### config.mk
export PLATFORM = sky130hd
export DESIGN_NAME = io_ports
export DESIGN_NICKNAME = d
export VERILOG_FILES = /design/src/logic/isa_pkg.sv /design/src/logic/mem_pkg.sv /design/src/logic/io_ports.sv
export SDC_FILE = /design/constraint.sdc
export NUM_CORES = 1
export LEC_CHECK = 0
export BUFFER_PORTS_ARGS = -buffer_cell sky130_fd_sc_hd__buf_2
export CORE_MARGIN = 1.5
export CORE_UTILIZATION = 44
export DETAILED_ROUTE_END_ITERATION = 10
export GPL_ROUTABILITY_DRIVEN = 0
export PLACE_DENSITY = 0.92
export REMOVE_ABC_BUFFERS = 1
export SYNTH_ARGS = -nofsm -noshare
export SYNTH_HDL_FRONTEND = slang
export SYNTH_SLANG_ARGS = --single-unit
### constraint.sdc
create_clock -name clk -period 1.25 [get_ports clk]
set_input_delay 0.125 -clock clk [delete_from_list [all_inputs] [get_ports clk]]
set_output_delay 0.125 -clock clk [all_outputs]
set_load 0.01 [all_outputs]
### src/logic/isa_pkg.sv
`default_nettype none

// Instruction set of the 18-bit stack machine
package isa_pkg;

   localparam int WORD_W    = 18;   // Data and instruction word
   localparam int IMM_W     = 12;   // Immediate and jump target
   localparam int FRAC_BITS = 8;    // 10.8 fixed point multiply

   // Field positions inside an instruction word
   localparam int OPC_MSB  = 15;
   localparam int OPC_LSB  = 12;
   localparam int FUNC_MSB = 4;    // ALU function at [4:0]
   localparam int PORT_MSB = 2;    // Port number at [2:0]

   typedef logic [WORD_W-1:0] word_t;
   typedef logic [IMM_W-1:0]  imm_t;

   typedef enum logic [3:0] {
      HALT  = 4'b0000,
      PUSHI = 4'b0001,
      PUSH  = 4'b0010,
      POP   = 4'b0011,
      JMP   = 4'b0100,
      JZ    = 4'b0101,
      JNZ   = 4'b0110,
      LD    = 4'b0111,
      ST    = 4'b1000,
      PPPC  = 4'b1001,   // Bit 0 picks PUSHPC or POPPC
      IN    = 4'b1101,
      OUT   = 4'b1110,
      OP    = 4'b1111
   } opcode_e;

   // Bit 4 clear means binary op on next and top
   typedef enum logic [4:0] {
      ADD = 5'd0,  SUB = 5'd1,  MUL = 5'd2,   SHL = 5'd3,
      SHR = 5'd4,  BAND = 5'd5, BOR = 5'd6,   BXOR = 5'd7,
      LAND = 5'd8, LOR = 5'd9,  EQ = 5'd10,   NE = 5'd11,
      GE = 5'd12,  LE = 5'd13,  GT = 5'd14,   LT = 5'd15,
      NEG = 5'd16, BNOT = 5'd17, LNOT = 5'd18,
      DUP      = 5'b10011,
      DROP     = 5'b10111,
      DROPNEXT = 5'b11011,
      OVER     = 5'b11111
   } alu_func_e;

   typedef enum logic [1:0] {
      IDLE_A = 2'b00,
      IDLE_B = 2'b01,   // Fetch of first word
      EXEC   = 2'b10
   } run_state_e;

endpackage

`default_nettype wire

### src/logic/mem_pkg.sv
`default_nettype none

// Storage sizes of the core
package mem_pkg;

   localparam int ADDR_W      = 12;
   localparam int RAM_WORDS   = 1 << ADDR_W;           // 4096 words
   localparam int STACK_DEPTH = 8;
   localparam int SP_W        = $clog2(STACK_DEPTH);
   localparam int N_PORTS     = 4;                     // In and out each
   localparam int PSEL_W      = $clog2(N_PORTS);

   typedef logic [ADDR_W-1:0] addr_t;
   typedef logic [SP_W-1:0]   sp_t;
   typedef logic [PSEL_W-1:0] port_sel_t;

endpackage

`default_nettype wire

### src/logic/io_ports.sv
`default_nettype none

// Output registers and input select
module io_ports
   import isa_pkg::*;
   import mem_pkg::*;
(
   input  wire            clk,
   input  wire            reset,
   input  wire            out_we,
   input  wire port_sel_t port_sel,
   input  wire word_t     dbus,
   input  wire word_t     in_port0,
   input  wire word_t     in_port1,
   input  wire word_t     in_port2,
   input  wire word_t     in_port3,
   output word_t          in_data,
   output word_t          out_port0,
   output word_t          out_port1,
   output word_t          out_port2,
   output word_t          out_port3
);

   word_t out_q [N_PORTS];
   word_t in_w  [N_PORTS];

   assign in_w[0] = in_port0;
   assign in_w[1] = in_port1;
   assign in_w[2] = in_port2;
   assign in_w[3] = in_port3;
   assign in_data = in_w[port_sel];

   always_ff @(posedge clk or negedge reset)
   begin
      if (!reset)
         out_q <= '{default: '0};
      else if (out_we)
         out_q[port_sel] <= dbus;   // OUT pops into the port
   end

   assign out_port0 = out_q[0];
   assign out_port1 = out_q[1];
   assign out_port2 = out_q[2];
   assign out_port3 = out_q[3];

endmodule

`default_nettype wire

======== After elaboration in Yosys (flattened, before gate mapping) ========
Cells that the tools add are included.
operators by class
  reduce and logical (&&, ||, !) cells .... 1
  order comparisons ....................... 2
  mux-type cells .......................... 6
  bitwise gates (word level) .............. 1
operator list
  cell                count
  $bwmux 72           1
  $mux 18             3
  $bmux 18 s2         1
  $demux 18 s2        1
  $ge 3x3->1 const B  1
  $lt 3x1->1 const B  1
  $not 2->3           1
  $logic_and 1x1->1   1
word-level totals
  output and inout port bits .............. 90
  input bits .............................. 95
  word-level logic and storage cells ...... 14
  register bits after elaboration ......... 72

======== Depth between registers and ports, before layout ========
  word-level depth ........................ 6
  gate-level depth with buffers ........... 4
  depth with buffers taken out ............ 2

======== Worst setup path after synthesis ========
OpenSTA, ideal clock, no wires.
  kind .................................... input to output
  start point ............................. input port port_sel[0]
  end point ............................... output port in_data[10]
  required time ........................... 1125 ps
  arrival ................................. 994 ps
  cell stages on the path ................. 3
  path slack .............................. 131 ps
  path buffers ............................ 2
  path through ............................ buf_6 buf_6 mux4_2
between the ends
  cells in the longest elaborated chain, start to end .. 4
ends and longest elaborated chain
  item                                         line            RTL
  from (decl)                                  io_ports.sv:11  input wire port_sel_t port_sel,
  $not 2->3 (not written as such)              io_ports.sv:31  assign in_data = in_w[port_sel];
  $bmux 18 s2                                  io_ports.sv:31
  $mux 18 (not written as such) (2 in series)  io_ports.sv:31
  to (decl)                                    io_ports.sv:17  output word_t in_data,
Every way passes these cells. The select of a mux whose other input is x is not followed.

======== Worst setup path in the final report ========
  start point ............................. input port port_sel[0]
  end point ............................... output port in_data[17]
Same word-level chain as after synthesis.

==> impl_results.md <==
* Status: complete, no violations
* Final Setup Violations at 0
* First-pass GRT wire length at 12300 um
* Vias in the first global route at 2559
* Met2 Routed Length at 4620 um
* Minimum clock period at 1220 ps
* Min-Delay Path Class: primary input to flop
* Kind of critical path: primary input to output port
* Post-DP HPWL at 6330 um
* Row count at 30
* Final Power at 6.25 mW
* Crit-path cells: buf_4 -> buf_4 -> mux4_1 -> buf_2
* Worst path bufs/invs at 3
* DP Cell Count at 460
* Crit path required time at 1120 ps
* Post-CTS Setup Bufs at 0
* Area Growth Syn to Fin at 41.4%
* ANT nets after route at 0
* Total negative setup slack at 0 ps
* VDD IR max at 1.02 mV
* Critical Path End Type: output port
* Final Instance Count excl. Fillers at 479
* Clock latency on the worst-skew pair at 330 ps
* Syn_area_per_cell at 18.1 sq um
* Io pins at 185
* Via count at 2378
* PortBufs at 184
* Startpoint types: primary input
* Cell family with most CP delay: multiplexers
* Post-synth top area cell: dfrtp_1
* Initial antenna violation count at 2
* # DRC at 0
* Slew Viols, Final at 0
* Worst hold slack at 55.6 ps
* Max Freq at 823 MHz
* Global route total overflow at 0
* Slowest-stage cell, CP: mux4_1
* WL met3 at 548 um
* Met1 Routed Length at 2820 um
* Mapped Area at 3160 sq um
* Die height at 87.8 um
* Depth of the CTS H-tree at 3
* Total die area at 7710 sq um
* RSZ-0062 raised after global routing: true
* Initial DRC Count at 102
* Most Frequent Cell on Critical Path: buf_4
* WL/cell at 17.3 um
* Worst slew pin tran at 384 ps
* Clk slew on worst S/H paths at 80 ps
* MaxCap Viol Count at 0
* CTS tree: yes
* Final WL at 8280 um
* Clock sink count at 72
* Root buf cell: clkbuf_8
* Top Metal Used: met4
* Number of buffers created by CTS at 9
* Core area at 6870 sq um
* Layout cells sized above 1 at 0.798
* Period Utilization, post-route at 0.972
* Via density at 4.96
* Die width at 87.8 um
* Clock tree buffer depth at 2
* Top FF cell, synth: dfrtp_1
* Synth top area cells: dfrtp_1 (57%), mux2_2 (26%), mux4_2 (11%)
* Power per Cell Area at 1400 nW/um^2
* Worst Skew at 0 ps
* Netlist cell types at 11
* Final hold vios at 0
* Fin nets at 471
* GRT Total Usage at 0.218
* Detailed Routing Iterations Pass 1 at 4
* Leak at 2.21 nW
* Normalized max-slew margin at 0.744
* Share of the synthesized area in the top cell type at 0.569
* CP max FO at 6
* Largest net degree at the start of global routing at 73
* Synth warn at 0
* Mapped Cells at 175
* Part of the Yosys area used for sequential elements at 0.569
* Critical path's largest stage delay at 540 ps
* Number of synthesized flops with an enable pin at 0
* Asr flop ratio synth at 1.00
* Starting Density at 0.461
* Yosys reg bits at 72
* Most frequent cells after synthesis: dfrtp_1 (72), mux2_2 (72), mux4_2 (16), buf_6 (5)
* Arrival time at the worst endpoint at 1090 ps
-- metrics by stage --
stage | cell area [sq um] | util | setup WS (ps)
final | 4470 | 0.651 | 34.9
after detailed placement | 4290 | 0.624 | -104
after global placement | 4290 | 0.624 | -61.5
after CTS | 4470 | 0.650 | 28.1
after global routing | 4470 | 0.651 | -4.65
after floorplan | 3070 | - | -810
-- state kept, by name, summed over array words and instances (netlist names) --
name       flops
out_port0     18
out_port2     18
out_port1     18
out_port3     18
-- placed cells by master, fill, tap and decap left out, drive strengths merged --
cell type,synthesis,layout
nand3,1,1
dfrtp,72,72
mux2,72,72
diode,0,2
buf,9,198
clkinv,0,4
nand3b,2,2
dlygate4sd3,0,1
clkbuf,0,12
nor3b,1,1
mux4,18,18
-- final cells by class --
class / instances / area [sq um]
well taps: 96 / 120
multi-input cells: 94 / 1280
clock buffers: 12 / 145
flip-flops and latches: 72 / 1800
repair buffers: 199 / 1100
diodes: 2 / 5.00
fillers: 526 / 2400
clock inverters: 4 / 20.0
-- routing by layer --
layer | vias up | GRT usage
met5 | - | 0
met4 | 0 | 0.123
met3 | 23 | 0.0462
met2 | 108 | 0.416
met1 | 1180 | 0.214
li1 | 1067 | -
-- final timing paths --
kind	slack, ps	to	cells after the start	start
worst max-delay path	30	in_data[17]	4	port_sel[0]
max in group asynchronous	580	out_port0[10]	3	reset
worst min-delay path	60	out_port0[1]	2	dbus[1]
min in group asynchronous	340	out_port1[2]	3	reset
worst max register to register	460	out_port2[15]	1	out_port2[15]
worst min register to register	500	out_port3[7]	1	out_port3[7]
-- report_power, final --
part / switching (mW) / total [mW] / internal (mW) / leakage (nW)
Clock: 0.806 / 1.57 / 0.762 / 0.0899
Sequential: 0.217 / 2.99 / 2.77 / 0.852
Combinational: 0.777 / 1.70 / 0.919 / 1.27
Total: 1.80 / 6.25 / 4.45 / 2.21
-- cell families (layout without fill, tap and decap cells) --
family	Yosys count	after routing	synth area share
mux	90	90	0.387
other cells	0	2	0
simple gates	4	4	0.0150
buf+inv	9	215	0.0289
flops	72	72	0.569
-- what timing repair did --
action,in CTS,in global routing
hold endpoints to repair,72,0
endpoints found under the setup margin,3,2
gates resized for setup,2,0
hold buffers,1,0
No activity file was read; power rests on OpenSTA's default activity.
