===== config.mk =====
export PLATFORM = sky130hd
export DESIGN_NAME = stack_alu
export DESIGN_NICKNAME = d
export VERILOG_FILES = /design/src/logic/isa_pkg.sv /design/src/logic/stack_alu.sv
export SDC_FILE = /design/constraint.sdc
export NUM_CORES = 1
export LEC_CHECK = 0
export BUFFER_PORTS_ARGS = -buffer_cell sky130_fd_sc_hd__buf_2
export CORE_MARGIN = 5
export CORE_UTILIZATION = 60
export DETAILED_ROUTE_END_ITERATION = 8
export PLACE_DENSITY = 0.74
export SETUP_SLACK_MARGIN = 0.02
export SLEW_MARGIN = 20
export SYNTH_ARGS = -nofsm -noshare
export SYNTH_HDL_FRONTEND = slang
export SYNTH_SLANG_ARGS = --single-unit

===== constraint.sdc =====
create_clock -name vclk -period 13.2
set_clock_uncertainty 0.15 [all_clocks]
set_input_delay 2.64 -clock vclk [all_inputs]
set_output_delay 2.64 -clock vclk [all_outputs]
set_load 0.03 [all_outputs]

===== src/logic/isa_pkg.sv =====
`default_nettype none

// Instruction set of the 18-bit stack machine
package isa_pkg;

   localparam int WORD_W    = 18;   // Data and instruction word
   localparam int IMM_W     = 12;   // Immediate and jump target
   localparam int FRAC_BITS = 8;    // 10.8 fixed point multiply

   // Field positions inside an instruction word
   localparam int OPC_MSB  = 15;
   localparam int OPC_LSB  = 12;
   localparam int FUNC_MSB = 4;    // ALU function at [4:0]
   localparam int PORT_MSB = 2;    // Port number at [2:0]

   typedef logic [WORD_W-1:0] word_t;
   typedef logic [IMM_W-1:0]  imm_t;

   typedef enum logic [3:0] {
      HALT  = 4'b0000,
      PUSHI = 4'b0001,
      PUSH  = 4'b0010,
      POP   = 4'b0011,
      JMP   = 4'b0100,
      JZ    = 4'b0101,
      JNZ   = 4'b0110,
      LD    = 4'b0111,
      ST    = 4'b1000,
      PPPC  = 4'b1001,   // Bit 0 picks PUSHPC or POPPC
      IN    = 4'b1101,
      OUT   = 4'b1110,
      OP    = 4'b1111
   } opcode_e;

   // Bit 4 clear means binary op on next and top
   typedef enum logic [4:0] {
      ADD = 5'd0,  SUB = 5'd1,  MUL = 5'd2,   SHL = 5'd3,
      SHR = 5'd4,  BAND = 5'd5, BOR = 5'd6,   BXOR = 5'd7,
      LAND = 5'd8, LOR = 5'd9,  EQ = 5'd10,   NE = 5'd11,
      GE = 5'd12,  LE = 5'd13,  GT = 5'd14,   LT = 5'd15,
      NEG = 5'd16, BNOT = 5'd17, LNOT = 5'd18,
      DUP      = 5'b10011,
      DROP     = 5'b10111,
      DROPNEXT = 5'b11011,
      OVER     = 5'b11111
   } alu_func_e;

   typedef enum logic [1:0] {
      IDLE_A = 2'b00,
      IDLE_B = 2'b01,   // Fetch of first word
      EXEC   = 2'b10
   } run_state_e;

endpackage

`default_nettype wire


===== src/logic/stack_alu.sv =====
`default_nettype none

// Combinational ALU, b is next and a is top
module stack_alu
   import isa_pkg::*;
(
   input  wire word_t     a,
   input  wire word_t     b,
   input  wire alu_func_e func,
   output word_t          s
);

   logic signed [2*WORD_W-1:0] prod;
   word_t                      mul_s;

   ////////////////////
   // 10.8 multiply
   assign prod  = $signed(b) * $signed(a);
   assign mul_s = {prod[2*WORD_W-1], prod[WORD_W-2+FRAC_BITS:FRAC_BITS]};   // Sign kept

   always_comb
   begin
      case (func)
         ADD:  s = b + a;
         SUB:  s = b - a;
         MUL:  s = mul_s;
         SHL:  s = b << a;
         SHR:  s = b >> a;
         BAND: s = b & a;
         BOR:  s = b | a;
         BXOR: s = b ^ a;
         LAND: s = word_t'(b != '0 && a != '0);
         LOR:  s = word_t'(b != '0 || a != '0);
         EQ:   s = word_t'(b == a);
         NE:   s = word_t'(b != a);
         // Signed compares
         GE:   s = word_t'($signed(b) >= $signed(a));
         LE:   s = word_t'($signed(b) <= $signed(a));
         GT:   s = word_t'($signed(b) > $signed(a));
         LT:   s = word_t'($signed(b) < $signed(a));
         NEG:  s = -a;
         BNOT: s = ~a;
         LNOT: s = word_t'(a == '0);
         DUP, DROPNEXT:
            s = a;          // Top survives
         DROP, OVER:
            s = b;          // Next becomes top
         default:
            s = '0;
      endcase
   end

endmodule

`default_nettype wire


## After elaboration in Yosys (flattened, before gate mapping)

Cells that the tools add are included.
Widths: inputs -> output; s select.

- Add/sub/neg operators: 3
- Multiply operators: 1
- Div/mod/pow operators: 0
- $lt $le $gt $ge: 4
- Equal/unequal tests: 24
- Shift-type cells: 2
- Muxes and demuxes: 1
- Bitwise operators: 4
- Reductions and logical operators: 8

Operator list:

| operator | number |
|---|---|
| $pmux 18 s21 | 1 |
| $eq 5x4->1 const B | 8 |
| $mul 18x18->36 | 1 |
| $reduce_bool 18->1 | 2 |
| $eq 5x5->1 const B | 7 |
| $eq 5x3->1 const B | 4 |
| $add 18x18->18 | 1 |
| $and 18x18->18 | 1 |
| $eq 18x18->1 | 1 |
| $ge 18x18->1 | 1 |
| $gt 18x18->1 | 1 |
| $le 18x18->1 | 1 |
| $logic_not 18->1 | 1 |
| $lt 18x18->1 | 1 |
| $ne 18x18->1 | 1 |
| $neg 18->18 | 1 |
| $not 18->18 | 1 |
| $or 18x18->18 | 1 |
| $shl 18x18->18 | 1 |
| $shr 18x18->18 | 1 |
| $sub 18x18->18 | 1 |
| $xor 18x18->18 | 1 |
| $eq 5x2->1 const B | 2 |
| $eq 5x1->1 const B | 1 |
| 4 further kinds | 5 |

- Register bits: 0
- Bits in latches: 0
- Memory bits (writable): 0
- Bits in read-only memories: 0
- Input bits: 41
- Output and inout bits: 18
- Word-level logic and storage cells: 47
- Memories: 0

## Longest topological paths before layout

Gate-level depths: netlist of run 1.

- Depth in word-level cells: 3
- Gate-level depth with buffers: 27

## Worst setup path after synthesis of run 1

Ideal clock, no wire load.

- Path type: in2out
- Start point: in a[3]
- End point: out s[16]
- Data arrival time: 9053 ps
- Required time: 10410 ps
- Setup slack: 1357 ps
- Stages: 22
- Cell sequence: clkbuf_1 clkbuf_1 buf_1 clkbuf_1 nand2_1 fa_1 inv_1 fa_1 fa_1 fa_1 inv_1 fa_1 fa_1 inv_1 ha_1 nor2b_1 a21o_1 a221o_1 a2111oi_0 nand3_1 a311o_1 a221o_1

- Cells in the longest elaborated chain, start to end: 2
- Elaborated cells between the ends (all ways): 7

RTL lines:

| item | RTL line | RTL |
|---|---|---|
| from (decl) | stack_alu.sv:7 | `input wire word_t a,` |
| $mul 18x18->36, or another cell as far along | stack_alu.sv:18 | `assign prod = $signed(b) * $signed(a);` |
| $pmux 18 s21 (*) | stack_alu.sv:23 | `case (func)` |
| to (decl) | stack_alu.sv:10 | `output word_t s` |

Every way passes the cells marked *; elsewhere a longest branch is shown, timed or not.

## Worst setup path after layout of run 1

- Start point: in b[17]
- End point: out s[17]

- Cells in the longest elaborated chain, start to end: 2
- Elaborated cells between the ends (all ways): 9

RTL lines:

| item | RTL line | RTL |
|---|---|---|
| from (decl) | stack_alu.sv:8 | `input wire word_t b,` |
| $mul 18x18->36, or another cell as far along | stack_alu.sv:18 |  |
| $pmux 18 s21 (*) | stack_alu.sv:23 |  |

Marked as above.

==> results of run 1 <==
cell type report:
cell class	instances	area, µm²
inverters	457	1720
fillers	2456	10300
well taps	378	473
repair buffers	107	656
multi-input cells	1539	14500
synthesized netlist by cell type, drive strengths merged, types with 11 or more instances:
cell type    n  share of area, %
inv        446                10
nand3       27              0.81
nor3        39               1.3
a211oi      22               1.0
ha         144                11
buf         49               1.4
a21oi       85               2.5
nor4        19              0.91
xnor2       21               1.1
o21ai       63               1.9
clkinv      11              0.25
mux2        11              0.74
nor2b       15              0.56
mux4        12               1.6
clkbuf      74               1.7
a221oi      18              0.94
a2111oi     15              0.82
nor2       241               5.4
fa         330                39
mux2i       33               2.0
o211ai      13              0.58
nand4       12              0.45
nand2      235               5.3
how the worst max path moves through the flow:
stage,startpoint,endpoint,slack [ns],cells past startpoint
3_5_place_dp,b[17],s[17],0.78,25
2_1_floorplan,a[3],s[16],1.36,22
3_3_place_gp,b[17],s[17],0.83,25
6_report,b[17],s[17],0.73,25
4_1_cts,b[17],s[17],0.77,25
5_1_grt,b[17],s[17],0.39,25
layer usage:
| layer | vias up | global-route usage (%) |
|---|---|---|
| met4 | 2 | 26.4 |
| met2 | 1170 | 65.0 |
| met1 | 7866 | 54.2 |
| li1 | 6742 | - |
| met5 | - | 0 |
| met3 | 298 | 8.46 |
cell families (layout without fill, tap and decap cells):
family	after synthesis	in the layout	share of synthesized area (%)
muxes	56	56	4.32
and+or+nand+nor	641	641	16.9
xor gates and xnor gates	25	25	1.31
adders and majority gates	474	474	50.2
AOI/OAI and AO/OA	343	343	14.1
buffers and inverters	580	564	13.2
per-stage QoR:
stage | hold WS, ns | instances
final | 5.65 | 2481
after detailed placement | 5.65 | 2481
after floorplan | 5.43 | 2119
after CTS | 5.65 | 2481
after global routing | 5.68 | 2481
after global placement | 5.63 | 2481
==> impl_results.md, run 1 <==
* Hold Path Class: input pin to primary output
* Post-placement setup slack at 0.779 ns
* NumNets Final at 2,620
* Register area share after synthesis at 0%
* Top layer reached by signal wires: met5
* Clock period minus worst slack at 12.47 ns
* Met2 Wirelength at 28,200 µm
* Most frequent standard cell in the layout excluding fill and tap cells: sky130_fd_sc_hd__inv_1
* # port buffers at 59
* Unrepaired setup endpoints after global routing: no
* Detailed-routing iteration count for the pre-antenna-repair pass at 6
* Syn Inst Count at 2,119
* Fraction of the core area covered by cells at the end of the flow at 62.7%
* FF+latch count at 0
* Final Cycle Share at 94.5%
* Slew at the pin with the worst max-slew slack at 1.26 ns
* Die area at 31,400 µm²
* Layout cell share with drive strength beyond 1 at 7.28%
* Worst hold path depth at 4
* Crit path setup slack, layout at 0.730 ns
* Final-layout clock buffer total at 0
* Final total negative setup slack at 0 ns
* Distinct cell type count of the synthesized netlist at 80
* Total gr overflow at 0
* Cell area after synthesis at 16,800 µm²
* WL met3 at 7480 µm
* Effective utilization at floorplan at 60.5%
* Count of yosys warnings during synthesis at 0
* CP Capture Type: primary output
* Average wire per standard cell at 26.0 µm
* Count of buffering cells on the critical path with inverters included at 9
* Slowest CP cell: sky130_fd_sc_hd__fa_1
* Floorplan die width at 177 µm
* Iteration-0 DRC Markers at 1,934
* Max-cap violations at 0
* Footprint of the flip-flops and latches at 0 µm²
* Max stage delay on crit path at 0.58 ns
* Number of hold-slack violations in the final timing report at 0
* Avg Synthesized Cell Area at 7.91 µm²
* Via count at 16,100
* Antenna violations before repair at 1
* Critical path class: input pin to primary output
* Antenna diode count at 0
* Overall routing resource usage at 42.0%
* CP Data Arrival Time at 9.68 ns
* Synth-to-layout area growth at 3.73%
* Post-placement cell area at 17,400 µm²
* Status: finished, final reports clean
* Std-Cell Rows at 61
* Number of cells upsized or downsized after cts at 0
* Post-route design area at 17,400 µm²
* Die height at 177 µm
* Rel. slew slack at 14.8%
* Highest fanout seen on the critical path at 10
* Most frequent cells in the layout: 441 x sky130_fd_sc_hd__inv_1, 330 x sky130_fd_sc_hd__fa_1, 240 x sky130_fd_sc_hd__nor2_1, 235 x sky130_fd_sc_hd__nand2_1, 144 x sky130_fd_sc_hd__ha_1
* Count of hold-fix buffers inserted at cts at 0
* Net count of the mapped netlist at 2,634
* Count of final setup violators at 0
* Detailed placer's ending HPWL at 51,400 µm
* Data required time at the worst endpoint at 10.41 ns
* Worst hold path endpoint: s[0]
* Largest net degree at the start of global routing at 46
* Nature of the critical path startpoint: input pin
* Post-detailed-route count of antenna-violating nets at 0
* First-pass GRT wire length at 99,500 µm
* Max Clk Rate at 0.0802 GHz
* Drt drc at 0
* Routed metal-1 wire length at 23,300 µm
* Total I/O pin count at 59
* Final Slew Violations at 0
* Post-Route WL at 64,500 µm
* Routability Congestion at 1.04
* Number of global-route vias before repair at 16,700
* Family with the most delay on the worst path: adder cells
* Ratio of routed vias to standard cells at 6.48
* Post-CTS setup buffers at 0
* Critical path's most frequent cell: sky130_fd_sc_hd__inv_1
* Area of the core region at 27,700 µm²
* Startpoint of the tightest hold check path: func[3]
Power of run 1 is left out: the tool's default activity adds up to more than one toggle a clock period on the data nets, which glitch-free logic cannot reach.
==> inputs of run 2 (changes only) <==
PLACE_DENSITY = 0.78   (was 0.74)
==> impl_results.md, run 2 (synthesized netlist as in run 1, its figures left out) <==
* Status: finished, final reports clean (unchanged)
* Max-cap violations at 0 (unchanged)
* Slew at the pin with the worst max-slew slack at 1.26 ns (about the same)
* Count of final setup violators at 0 (unchanged)
* Max Clk Rate at 0.0802 GHz (about the same)
* Family with the most delay on the worst path: adder cells (unchanged)
* First-pass GRT wire length at 98,400 µm (was 99,500 µm)
* Critical path class: input pin to primary output (unchanged)
* Footprint of the flip-flops and latches at 0 µm² (unchanged)
* Nature of the critical path startpoint: input pin (unchanged)
* Total I/O pin count at 59 (unchanged)
* Via count at 16,000 (was 16,100)
* Overall routing resource usage at 41.6% (was 42.0%)
* NumNets Final at 2,613 (was 2,620)
* Post-route design area at 17,300 µm² (was 17,400 µm²)
* Synth-to-layout area growth at 3.41% (was 3.73%)
* Combinational share of power at 100.0%
* Switching share of power at 61.5%
* Post-placement setup slack at 0.729 ns (was 0.779 ns)
* Post-placement cell area at 17,300 µm² (was 17,400 µm²)
* Internal power of the cells at 1.97 mW
* Die height at 177 µm (unchanged)
* Register share of total power at 0%
* FF+latch count at 0 (unchanged)
* Crit path setup slack, layout at 0.733 ns (was 0.730 ns)
* Unrepaired setup endpoints after global routing: no (unchanged)
* Final-layout clock buffer total at 0 (unchanged)
* Highest fanout seen on the critical path at 10 (unchanged)
* Fraction of the core area covered by cells at the end of the flow at 62.5% (was 62.7%)
* Number of global-route vias before repair at 16,700 (about the same)
* Die area at 31,400 µm² (unchanged)
* Iteration-0 DRC Markers at 2,083 (was 1,934)
* Clock period minus worst slack at 12.47 ns (about the same)
* Post-Route WL at 64,300 µm (was 64,500 µm)
* Antenna diode count at 0 (unchanged)
* Worst voltage drop across the vdd grid at 0.490 mV
* Max stage delay on crit path at 0.57 ns (was 0.58 ns)
* Number of cells upsized or downsized after cts at 0 (unchanged)
* Slowest CP cell: sky130_fd_sc_hd__fa_1 (unchanged)
* Largest net degree at the start of global routing at 39 (was 46)
* Data required time at the worst endpoint at 10.41 ns (about the same)
* Rel. slew slack at 15.0% (was 14.8%)
* # port buffers at 59 (unchanged)
* Number of hold-slack violations in the final timing report at 0 (unchanged)
* CP Data Arrival Time at 9.68 ns (about the same)
* Floorplan die width at 177 µm (unchanged)
* Post-detailed-route count of antenna-violating nets at 0 (unchanged)
* Critical path's most frequent cell: sky130_fd_sc_hd__inv_1 (unchanged)
* Count of buffering cells on the critical path with inverters included at 9 (unchanged)
* Number of filler cells placed in the layout at 2,471 (was 2,456)
* Final Slew Violations at 0 (unchanged)
* Net load switching power at 3.16 mW
* Final total negative setup slack at 0 ns (unchanged)
* Detailed-routing iteration count for the pre-antenna-repair pass at 6 (unchanged)
* Most frequent cells in the layout: 441 x sky130_fd_sc_hd__inv_1, 330 x sky130_fd_sc_hd__fa_1, 240 x sky130_fd_sc_hd__nor2_1, 235 x sky130_fd_sc_hd__nand2_1, 144 x sky130_fd_sc_hd__ha_1 (unchanged)
* Area of the core region at 27,700 µm² (unchanged)
* Power Density at 296 nW/µm²
* Area of the multi-input gates at 14,500 µm² (unchanged)
* Drt drc at 0 (unchanged)
* Routability Congestion at 1.06 (was 1.04)
* Detailed placer's ending HPWL at 50,700 µm (was 51,400 µm)
* Post-CTS setup buffers at 0 (unchanged)
* Count of hold-fix buffers inserted at cts at 0 (unchanged)
* Hold Path Class: input pin to primary output (unchanged)
* Static leakage at 8.49 nW
* Total gr overflow at 0 (unchanged)
* Ratio of routed vias to standard cells at 6.45 (was 6.48)
* Antenna violations before repair at 0 (was 1)
* Average wire per standard cell at 26.0 µm (about the same)
* Final Cycle Share at 94.4% (was 94.5%)
* Clock share of power at 0%
* Std-Cell Rows at 61 (unchanged)
* CP Capture Type: primary output (unchanged)
* Most frequent standard cell in the layout excluding fill and tap cells: sky130_fd_sc_hd__inv_1 (unchanged)
* Effective utilization at floorplan at 60.5% (unchanged)
* Layout cell share with drive strength beyond 1 at 6.97% (was 7.28%)
run 2: per-layer routing:
metal,vias to the layer above,GRT usage (%),wire (µm)
met4,0,27.0,5730
li1,6727,-,-
met3,332,8.91,7930
met2,1191,65.1,28100
met5,-,0,0
met1,7715,52.3,22500
run 2: path summary, 6_finish.rpt:
kind	from	end	slack [ns]	depth (start not counted)
setup / recovery	b[17]	s[17]	0.73	25
hold / removal	func[3]	s[0]	5.65	4
run 2: per-stage QoR:
stage                     hold slack [ns]  std cells  total power, mW
after floorplan                      5.43       2119             3.55
after global placement               5.64       2474             4.90
after CTS                            5.65       2474             5.05
after detailed placement             5.65       2474             5.01
final                                5.65       2474             5.13
after global routing                 5.67       2474             5.67
run 2: power by group through the flow:
stage	Sequential [mW]	Clock (mW)	Combinational [mW]
floorplan	0	0	3.55
global placement	0	0	4.90
detailed placement	0	0	5.01
CTS	0	0	5.05
global route	0	0	5.67
finish	0	0	5.13
run 2: area by class of cell:
type                       instances  area share, %
tap                              378           2.73
inverter                         457           9.90
multi-input combinational       1539           83.9
timing repair buffer             100           3.48
Power figures use the tool's default switching activity.
