### src/logic/isa_pkg.sv
`default_nettype none

// Instruction set of the 18-bit stack machine
package isa_pkg;

   localparam int WORD_W    = 18;   // Data and instruction word
   localparam int IMM_W     = 12;   // Immediate and jump target
   localparam int FRAC_BITS = 8;    // 10.8 fixed point multiply

   // Field positions inside an instruction word
   localparam int OPC_MSB  = 15;
   localparam int OPC_LSB  = 12;
   localparam int FUNC_MSB = 4;    // ALU function at [4:0]
   localparam int PORT_MSB = 2;    // Port number at [2:0]

   typedef logic [WORD_W-1:0] word_t;
   typedef logic [IMM_W-1:0]  imm_t;

   typedef enum logic [3:0] {
      HALT  = 4'b0000,
      PUSHI = 4'b0001,
      PUSH  = 4'b0010,
      POP   = 4'b0011,
      JMP   = 4'b0100,
      JZ    = 4'b0101,
      JNZ   = 4'b0110,
      LD    = 4'b0111,
      ST    = 4'b1000,
      PPPC  = 4'b1001,   // Bit 0 picks PUSHPC or POPPC
      IN    = 4'b1101,
      OUT   = 4'b1110,
      OP    = 4'b1111
   } opcode_e;

   // Bit 4 clear means binary op on next and top
   typedef enum logic [4:0] {
      ADD = 5'd0,  SUB = 5'd1,  MUL = 5'd2,   SHL = 5'd3,
      SHR = 5'd4,  BAND = 5'd5, BOR = 5'd6,   BXOR = 5'd7,
      LAND = 5'd8, LOR = 5'd9,  EQ = 5'd10,   NE = 5'd11,
      GE = 5'd12,  LE = 5'd13,  GT = 5'd14,   LT = 5'd15,
      NEG = 5'd16, BNOT = 5'd17, LNOT = 5'd18,
      DUP      = 5'b10011,
      DROP     = 5'b10111,
      DROPNEXT = 5'b11011,
      OVER     = 5'b11111
   } alu_func_e;

   typedef enum logic [1:0] {
      IDLE_A = 2'b00,
      IDLE_B = 2'b01,   // Fetch of first word
      EXEC   = 2'b10
   } run_state_e;

endpackage

`default_nettype wire

### src/logic/mem_pkg.sv
`default_nettype none

// Storage sizes of the core
package mem_pkg;

   localparam int ADDR_W      = 12;
   localparam int RAM_WORDS   = 1 << ADDR_W;           // 4096 words
   localparam int STACK_DEPTH = 8;
   localparam int SP_W        = $clog2(STACK_DEPTH);
   localparam int N_PORTS     = 4;                     // In and out each
   localparam int PSEL_W      = $clog2(N_PORTS);

   typedef logic [ADDR_W-1:0] addr_t;
   typedef logic [SP_W-1:0]   sp_t;
   typedef logic [PSEL_W-1:0] port_sel_t;

endpackage

`default_nettype wire

### src/logic/stack_if.sv
`default_nettype none

// Decoder to data stack link
interface stack_if
   import isa_pkg::*;
();

   logic  push;    // New entry above top
   logic  pop;     // Drop one
   logic  pop2;    // Drop two, for ST
   logic  load;    // Write d to the new top
   logic  thru;    // RAM read lands on stack next cycle
   word_t d;
   word_t dthru;   // Registered RAM data port
   word_t qtop;
   word_t qnext;

   modport ctrl (output push, pop, pop2, load, thru, d, input qtop, qnext);

   modport stk (input push, pop, pop2, load, thru, d, dthru, output qtop, qnext);

endinterface

`default_nettype wire

### src/logic/data_stack.sv
`default_nettype none

// Eight entry data stack, grows downward
module data_stack
   import isa_pkg::*;
   import mem_pkg::*;
(
   input  wire    clk,
   input  wire    reset,
   stack_if.stk   stk
);

   word_t mem [STACK_DEPTH];
   sp_t   sp;           // Points at top entry
   sp_t   sp_nxt;
   sp_t   sp_under;     // Entry just below new top
   logic  thru_q;       // RAM data is the top this cycle
   logic  thru_write;

   always_comb
   begin
      if (stk.push)
         sp_nxt = sp - sp_t'(1);
      else if (stk.pop)
         sp_nxt = sp + sp_t'(1);
      else if (stk.pop2)
         sp_nxt = sp + sp_t'(2);
      else
         sp_nxt = sp;
   end

   assign sp_under   = sp_nxt + sp_t'(1);
   assign thru_write = thru_q && !(stk.push || stk.pop || stk.pop2);   // Keep fetched top

   always_ff @(posedge clk or negedge reset)
   begin
      if (!reset)
      begin
         sp     <= '0;
         thru_q <= 1'b0;
      end
      else
      begin
         sp     <= sp_nxt;
         thru_q <= stk.thru;
      end
   end

   always_ff @(posedge clk)
   begin
      if (stk.load)
         mem[sp_nxt] <= stk.d;
      else if (thru_write)
         mem[sp_nxt] <= stk.dthru;
      if (stk.push && thru_q)
         mem[sp_under] <= stk.dthru;   // Fetched word slides under
   end

   assign stk.qtop  = thru_q ? stk.dthru : mem[sp];
   assign stk.qnext = mem[sp + sp_t'(1)];

   // Decoder never grows and shrinks at once
   a_push_pop: assert property (@(posedge clk) disable iff (!reset)
      !(stk.push && (stk.pop || stk.pop2)));

endmodule

`default_nettype wire

### src/flat_wrapper.sv
// flat-port wrapper written by rule: the top's interface ports become plain ports
module data_stack_flat import isa_pkg::*; import mem_pkg::*;
  (clk, reset, stk_push, stk_pop, stk_pop2, stk_load, stk_thru, stk_d, stk_dthru, stk_qtop, stk_qnext);
  stack_if stk_i ();
  input  wire clk;
  input  wire reset;
  input wire logic [$bits(stk_i.push)-1:0] stk_push;
  input wire logic [$bits(stk_i.pop)-1:0] stk_pop;
  input wire logic [$bits(stk_i.pop2)-1:0] stk_pop2;
  input wire logic [$bits(stk_i.load)-1:0] stk_load;
  input wire logic [$bits(stk_i.thru)-1:0] stk_thru;
  input wire logic [$bits(stk_i.d)-1:0] stk_d;
  input wire logic [$bits(stk_i.dthru)-1:0] stk_dthru;
  output wire logic [$bits(stk_i.qtop)-1:0] stk_qtop;
  output wire logic [$bits(stk_i.qnext)-1:0] stk_qnext;
  assign stk_i.push = stk_push;
  assign stk_i.pop = stk_pop;
  assign stk_i.pop2 = stk_pop2;
  assign stk_i.load = stk_load;
  assign stk_i.thru = stk_thru;
  assign stk_i.d = stk_d;
  assign stk_i.dthru = stk_dthru;
  assign stk_qtop = stk_i.qtop;
  assign stk_qnext = stk_i.qnext;
  data_stack u_core (.clk(clk), .reset(reset), .stk(stk_i));
endmodule
### config.mk
export PLATFORM = sky130hd
export DESIGN_NAME = data_stack_flat
export DESIGN_NICKNAME = d
export VERILOG_FILES = /design/src/logic/isa_pkg.sv /design/src/logic/mem_pkg.sv /design/src/logic/stack_if.sv /design/src/logic/data_stack.sv /design/src/flat_wrapper.sv
export SDC_FILE = /design/constraint.sdc
export NUM_CORES = 1
export LEC_CHECK = 0
export BUFFER_PORTS_ARGS = -buffer_cell sky130_fd_sc_hd__buf_2
export CORE_MARGIN = 8
export CORE_UTILIZATION = 50
export CTS_CLUSTER_DIAMETER = 150
export DETAILED_ROUTE_END_ITERATION = 10
export PLACE_DENSITY = 0.69
export SYNTH_ARGS = -nofsm -noshare
export SYNTH_HDL_FRONTEND = slang
export SYNTH_SLANG_ARGS = --single-unit
### constraint.sdc
create_clock -name clk -period 6.75 [get_ports clk]
set_clock_uncertainty 0.15 [all_clocks]
set_input_delay 0.3375 -clock clk [delete_from_list [all_inputs] [get_ports clk]]
set_output_delay 0.3375 -clock clk [all_outputs]
set_load 0.03 [all_outputs]
Word-level counts from Yosys, hierarchy flattened
Memory sizes are Yosys's and may differ from the RTL's.
Index checks and enable logic that the tools add are counted.
Widths: inputs -> output; s select.
- bits in writable memories: 144
- word-level logic and storage cells: 25
- output and inout port bits: 36
- flip-flop bits (word level): 4
- input port bits: 43
- memories: 1
- memory list (name ; words ; width ; rd ports ; clocked after memory_dff ; write ports ; RTL line ; text):
    u_core.mem ; 8 ; 18 ; 2 ; 0 ; 2 ; data_stack.sv:13 ; word_t mem [STACK_DEPTH];
- reductions and logical operators: 5
- muxes and demuxes: 12
- bitwise logic cells: 1
- $add $sub $neg: 4
- operator list (kind ; number):
    $mux 18 ; 2
    $mux 3 ; 3
    $mux 1 ; 7
    $add 3x1->3 const B ; 2
    $add 3x2->3 const B ; 1
    $sub 3x1->3 const B ; 1
    $logic_and 1x1->1 ; 2
    $logic_or 1x1->1 ; 2
    $logic_not 1->1 ; 1
    $or 1x1->1 ; 1

Logic depth before layout (Yosys ltp)
Gate-level depths: netlist of the first run.
- depth after elaboration: 8
- mapped depth: 17
- gate-level depth less buffers: 11

Worst setup path before layout of the first run
No wires, ideal clock.
- path kind: flip-flop to flip-flop
- start: reg u_core.sp[0]
- end: mem u_core.mem[7][0] in the netlist's numbering, enable pin
- path slack: 1.738 ns
- arrival: 4.466 ns
- period minus slack after synthesis: 5.012 ns
- buffers on the path: 6
- data required time: 6.205 ns
- stages on the path, launching flop included: 17
- library setup time: 0.395 ns
- cells stage by stage: dfrtp_1 buf_2 buf_2 buf_2 buf_2 inv_1 ha_1 clkbuf_1 inv_1 mux2i_1 inv_1 ha_1 inv_1 nor3_1 mux2i_4 buf_8 o21ai_1
- RTL lines (what ; RTL line ; text):
    start, declared ; data_stack.sv:14 ; sp_t sp;
    start signal, assigned ; data_stack.sv:44 ; sp <= sp_nxt;
    end, declared ; data_stack.sv:13 ;

==> results.yml, run 1 <==
clock_network:
  cts.sinks: 148
  clockBufferDepth: 2
  cts_max_level: 4
  clock-root-buffer: "clkbuf_16"
  tritoncts.num_buffers: 17
  tritoncts: "done"
  clk_latency_ns: 0.42
  clkSlewWorstSetupHoldPaths_ns: 0.06
synth:
  post_synth_fa_ha_maj_area_fraction_pct: 0.400
  ys_ff_latch: 148
  synth_seq_area_share_pct: 47.1
  synthMuxAreaShare_pct: 44.2
  avgSynthCellArea_sq_um: 16.6
  synth_edf_count: 144
  synth-simple-area-share_pct: 2.20
  netlist_area_sq_um: 9390
  synth_top_family_by_area: "multiplexers"
  synth_compound_area_share_pct: 1.92
  async_flop_share_pct: 2.70
  synth_nets: 613
  yosysWarnings: 0
  synth_cell_types: 36
  ys.flop_type: "edfxtp_1"
  synth_xor_xnor_area_share_pct: 0.373
  syn_inst: 567
worst_setup_path:
  reg2reg_depth: 11
  cp.required_ns: 6.58
  start_kind: "flip-flop"
  crit_top_cell: "inv_1"
  critPathLaunch: "u_core.sp[0]"
  rr_startpoint: "u_core.sp[0]"
  reg2reg_to: "u_core.mem[7][8]"
  cp_data_arrival_time_ns: 5.08
  cpPeakStageDelay_ns: 0.87
  endpoint_kind: "flip-flop"
  crit_buf_inv: 3
  crit_fanout: 37
  r2r_slack_ns: 1.50
  crit_family: "multiplexers"
  crit_slowest_cell: "mux2i_4"
  crit_chain: "inv_1 > ha_2 > nand2_1 > o21ai_0 > mux2i_1 > inv_1 > ha_1 > inv_1 > nor3_1 > mux2i_4 > o21ai_2"
  critPathKind: "reg -> reg"
placement:
  gp_congestion: 0.809
  post-dp-hpwl_um: 14200
  port_buffers: 78
grt:
  grt_pass1_wl_um: 36200
  overflow: 0
  grt_max_degree: 45
  grt_pass1_vias: 6003
  grt_use_total_pct: 20.4
  grt_antenna_before_repair: 1
floorplan:
  row_count: 50
  dieArea_sq_um: 23400
  die_width_um: 153
  core-area_sq_um: 18600
  io-pin-count: 79
  die_y_um: 153
  start_util_pct: 50.5
route:
  drc: 0
  drt_iter0_markers: 470
  drtPass1Iterations: 5
  wl_per_cell_um: 26.6
  ant_nets: 0
  via_per_inst: 6.32
  vias: 5508
  routed_wl_um: 23200
timing:
  tightest_slew_ns: 1.35
  post-route-period-util_pct: 77.8
  rsz0062_at_grt: "false"
  max_freq_mhz: 190
  finalSetupViolCount: 0
  hold_viol: 0
  slew_violations: 0
  slew_headroom_pct: 10.3
  tns_ns: 0
  whs_ns: 0.0987
  min_period_ns: 5.25
power:
  leakagePower_nw: 3.72
  power.total_mw: 5.52
  power.density_nw_per_um2: 526
  peakVddDrop_mv: 0.384
cells_and_area:
  fillers: 1484
  layout_common_cells: "edfxtp_1, mux2_2, buf_2"
  regArea_sq_um: 4430
  post-route-util_pct: 56.5
  mostFrequentLayoutCell: "edfxtp_1"
  area_growth_pct: 11.9
  layout-drive-gt1-share_pct: 58.6
  multi_input_area_sq_um: 4690
  diodes: 0
  fin_nets: 671
min_path:
  hold_path.class: "in -> async"
status:
  status: "finished, final reports clean"
job:
  drv_cap: 0
## flip-flops by register name, indices dropped and copies added, names as in the netlist
| signal | flops |
|---|---|
| u_core.mem | 144 |
| u_core.sp | 3 |
| u_core.thru_q | 1 |
## cell families after synthesis
group,after synthesis
AO/OA/AOI/OAI,31
XOR/XNOR,4
adder cells (fa/ha/maj),3
buffers and inverters,62
flip-flops,148
multiplexers,279
AND/OR/NAND/NOR,40
## layer usage
layer  global-route usage, %  wire length, um
met2                    34.1            11700
met4                    5.70              299
met5                       0               13
met3                    4.48             1090
met1                    26.4            10000
## worst max path at each step
stage / cells after the start / slack (ns) / end
after floorplan: 16 / 1.74 / u_core.mem[7][0]
after global placement: 11 / 1.73 / u_core.mem[7][9]
after detailed placement: 11 / 1.57 / u_core.mem[7][9]
after CTS: 11 / 1.52 / u_core.mem[7][8]
after global routing: 11 / 1.10 / u_core.mem[7][8]
final: 11 / 1.50 / u_core.mem[7][8]
## power breakdown
group | internal [mW] | switching, mW | total (mW)
Clock | 0.530 | 0.356 | 0.886
Combinational | 1.35 | 1.70 | 3.05
Sequential | 1.41 | 0.179 | 1.59
## through the flow
| stage | std cells | worst slack (ns) | cell area, sq um |
|---|---|---|---|
| after detailed placement | 838 | 1.57 | 9940 |
| after global placement | 838 | 1.73 | 9940 |
| after CTS | 871 | 1.52 | 10500 |
| after global routing | 871 | 1.10 | 10500 |
| final | 871 | 1.50 | 10500 |
| after floorplan | 567 | 1.74 | 9390 |
## area by class of cell
cell class / count / area share (%)
clock buffer: 17 / 4.05
multi-input combinational: 357 / 44.6
tap: 234 / 2.79
clock inverter: 14 / 1.14
inverter: 8 / 0.405
sequential: 148 / 42.2
timing repair buffer: 93 / 4.84
## cells in the mapped netlist (4+ instances only)
| library cell | count | area share (%) |
|---|---|---|
| mux2i_4 | 8 | 1.9 |
| buf_2 | 14 | 0.75 |
| o21ai_0 | 20 | 1.1 |
| clkbuf_1 | 16 | 0.64 |
| mux4_2 | 72 | 17 |
| inv_1 | 7 | 0.28 |
| nor3_1 | 5 | 0.27 |
| mux2_1 | 21 | 2.5 |
| dfrtp_1 | 4 | 1.1 |
| edfxtp_1 | 144 | 46 |
| mux2_4 | 36 | 5.8 |
| buf_6 | 5 | 0.60 |
| buf_1 | 13 | 0.52 |
| nand2_1 | 25 | 1.0 |
| buf_8 | 4 | 0.64 |
| mux2i_1 | 19 | 2.0 |
| mux2_2 | 123 | 15 |
## timing repair
| item | in CTS | in global routing |
|---|---|---|
| resized for setup | 0 | 0 |
| setup buffers | 0 | 0 |
| endpoints found under the hold margin | 5 | 0 |
| endpoints found under the setup margin | 0 | 0 |
| hold buffers | 2 | 0 |
Note: power is estimated with default switching activity, not from simulation.
==> run 2, diff against run 1 <==
Settings changed: PLACE_DENSITY 0.69 to 0.71.
Clock period 6.75 ns to 4.7 ns, I/O delays scaled along.
==> results.yml, run 2 (synthesis results as in run 1) <==
power:
  p_int_mw: 4.78
  power.total_mw: 8.09
  power.density_nw_per_um2: 758
  leakagePower_nw: 3.81
  p_sw_share_pct: 40.9
  switchingPower_mw: 3.31
  p_seq_share_pct: 28.2
  peakVddDrop_mv: 0.478
  p_clk_share_pct: 16.3
  pwr-share-comb_pct: 55.5
cells_and_area:
  top_register: "u_core.mem"
  post-route-util_pct: 57.4
  stdcell_area_sq_um: 10700
  fin_nets: 688
  mostFrequentLayoutCell: "edfxtp_1"
  largest_reg_flops: 144
  diodes: 0
  reg_top3: "u_core.mem x144, u_core.sp x3, u_core.thru_q x1"
  layout-drive-gt1-share_pct: 60.0
  layout_common_cells: "edfxtp_1, mux2_2, buf_2"
  fillers: 1430
  area_growth_pct: 13.6
worst_setup_path:
  endpoint_kind: "flip-flop"
  crit_slowest_cell: "dfrtp_4"
  crit_top_cell: "inv_1"
  crit_fanout: 15
  crit_buf_inv: 4
  crit_family: "adder cells"
  cp.required_ns: 4.68
  critPathKind: "reg -> reg"
  start_kind: "flip-flop"
  cp_data_arrival_time_ns: 3.74
  cpPeakStageDelay_ns: 0.58
  crit_chain: "inv_1 > ha_2 > nand2_1 > o21ai_0 > mux2i_1 > inv_1 > ha_1 > inv_1 > nor3_1 > mux2i_4 > o21ai_2 > buf_4"
floorplan:
  io-pin-count: 79
  die_y_um: 153
  row_count: 50
  start_util_pct: 50.5
  dieArea_sq_um: 23400
  die_width_um: 153
  core-area_sq_um: 18600
timing:
  whs_ns: 0.0757
  hold_viol: 0
  slew_violations: 0
  tightest_slew_ns: 1.16
  post-route-period-util_pct: 79.9
  max_freq_mhz: 266
  min_period_ns: 3.75
  finalSetupViolCount: 0
  rsz0062_at_grt: "false"
  slew_headroom_pct: 22.6
status:
  status: "finished, final reports clean"
clock_network:
  clock-root-buffer: "clkbuf_16"
  clkSlewWorstSetupHoldPaths_ns: 0.06
  post_cts_resized: 0
  clk_latency_ns: 0.43
  ctsHoldBuffers: 3
  tritoncts.num_buffers: 17
  cts.sinks: 148
  clockBufferDepth: 2
  tritoncts: "done"
  cts_max_level: 4
  postCtsSetupBuffers: 0
route:
  ant_nets: 0
  drt-met1-wl_um: 10000
  routed_wl_um: 23900
  wl_met3_um: 1040
  drtPass1Iterations: 4
  drc: 0
  via_per_inst: 6.30
  vias: 5599
  wl_met2_um: 12300
  top_layer: "met4"
  drt_iter0_markers: 424
  wl_per_cell_um: 26.9
grt:
  grt_max_degree: 39
  grt_pass1_wl_um: 36600
  grt_antenna_before_repair: 0
  grt_pass1_vias: 6022
  grt_use_total_pct: 20.7
  overflow: 0
placement:
  place_area_sq_um: 10100
  port_buffers: 78
  gp_congestion: 0.878
  post-dp-hpwl_um: 15800
job:
  drv_cap: 0
min_path:
  hold_path.class: "in -> reg"
-- run 2: changes by cell type in the layout (fill, tap and decap cells not counted), sizes merged --
| cell | delta |
|---|---|
| clkbuf | +1 |
| buf | +16 |
| clkinv | -3 |
| clkinvlp | +2 |
| dlygate4sd3 | +1 |
| inv | +1 |
-- run 2: area by class of cell --
class / count / area [sq um] / area share (%)
flip-flops and latches: 148 / 4430 / 41.5
well taps: 234 / 293 / 2.74
inverters: 8 / 42.5 / 0.399
repair buffers: 110 / 651 / 6.10
multi-input cells: 357 / 4690 / 43.9
clock buffers: 18 / 429 / 4.02
clock inverters: 14 / 138 / 1.29
-- run 2: metal layers --
layer | vias up | global-route usage (%)
met1 | 2918 | 26.2
met3 | 37 | 3.55
li1 | 2454 | -
met4 | 0 | 6.97
met5 | - | 0
met2 | 190 | 35.5
-- run 2: final timing paths --
path,end,slack [ns],from,cells after the start
max in group asynchronous,u_core.sp[0],3.58,reset,3
worst min-delay path,u_core.mem[4][15],0.08,stk_dthru[15],2
worst min register to register,u_core.sp[1],0.92,u_core.sp[1],4
worst max-delay path,u_core.mem[7][6],0.95,u_core.sp[0],12
min in group asynchronous,u_core.sp[0],0.59,reset,3
worst max register to register,u_core.mem[7][6],0.95,u_core.sp[0],12
-- run 2: per-stage QoR --
step                std cells  worst slack, ns  setup TNS (ns)
global placement          854             1.07               0
CTS                       889            0.954               0
detailed placement        854            0.968               0
global route              889            0.707               0
finish                    889            0.946               0
floorplan                 567           -0.106           -4.76
-- run 2: power by group through the flow --
stage | combinational [mW] | sequential, mW | clock [mW]
6_report | 4.49 | 2.28 | 1.32
4_1_cts | 4.55 | 2.27 | 1.33
5_1_grt | 4.75 | 2.32 | 1.38
2_1_floorplan | 3.45 | 2.14 | 0
3_5_place_dp | 4.52 | 2.30 | 0
3_3_place_gp | 4.44 | 2.26 | 0
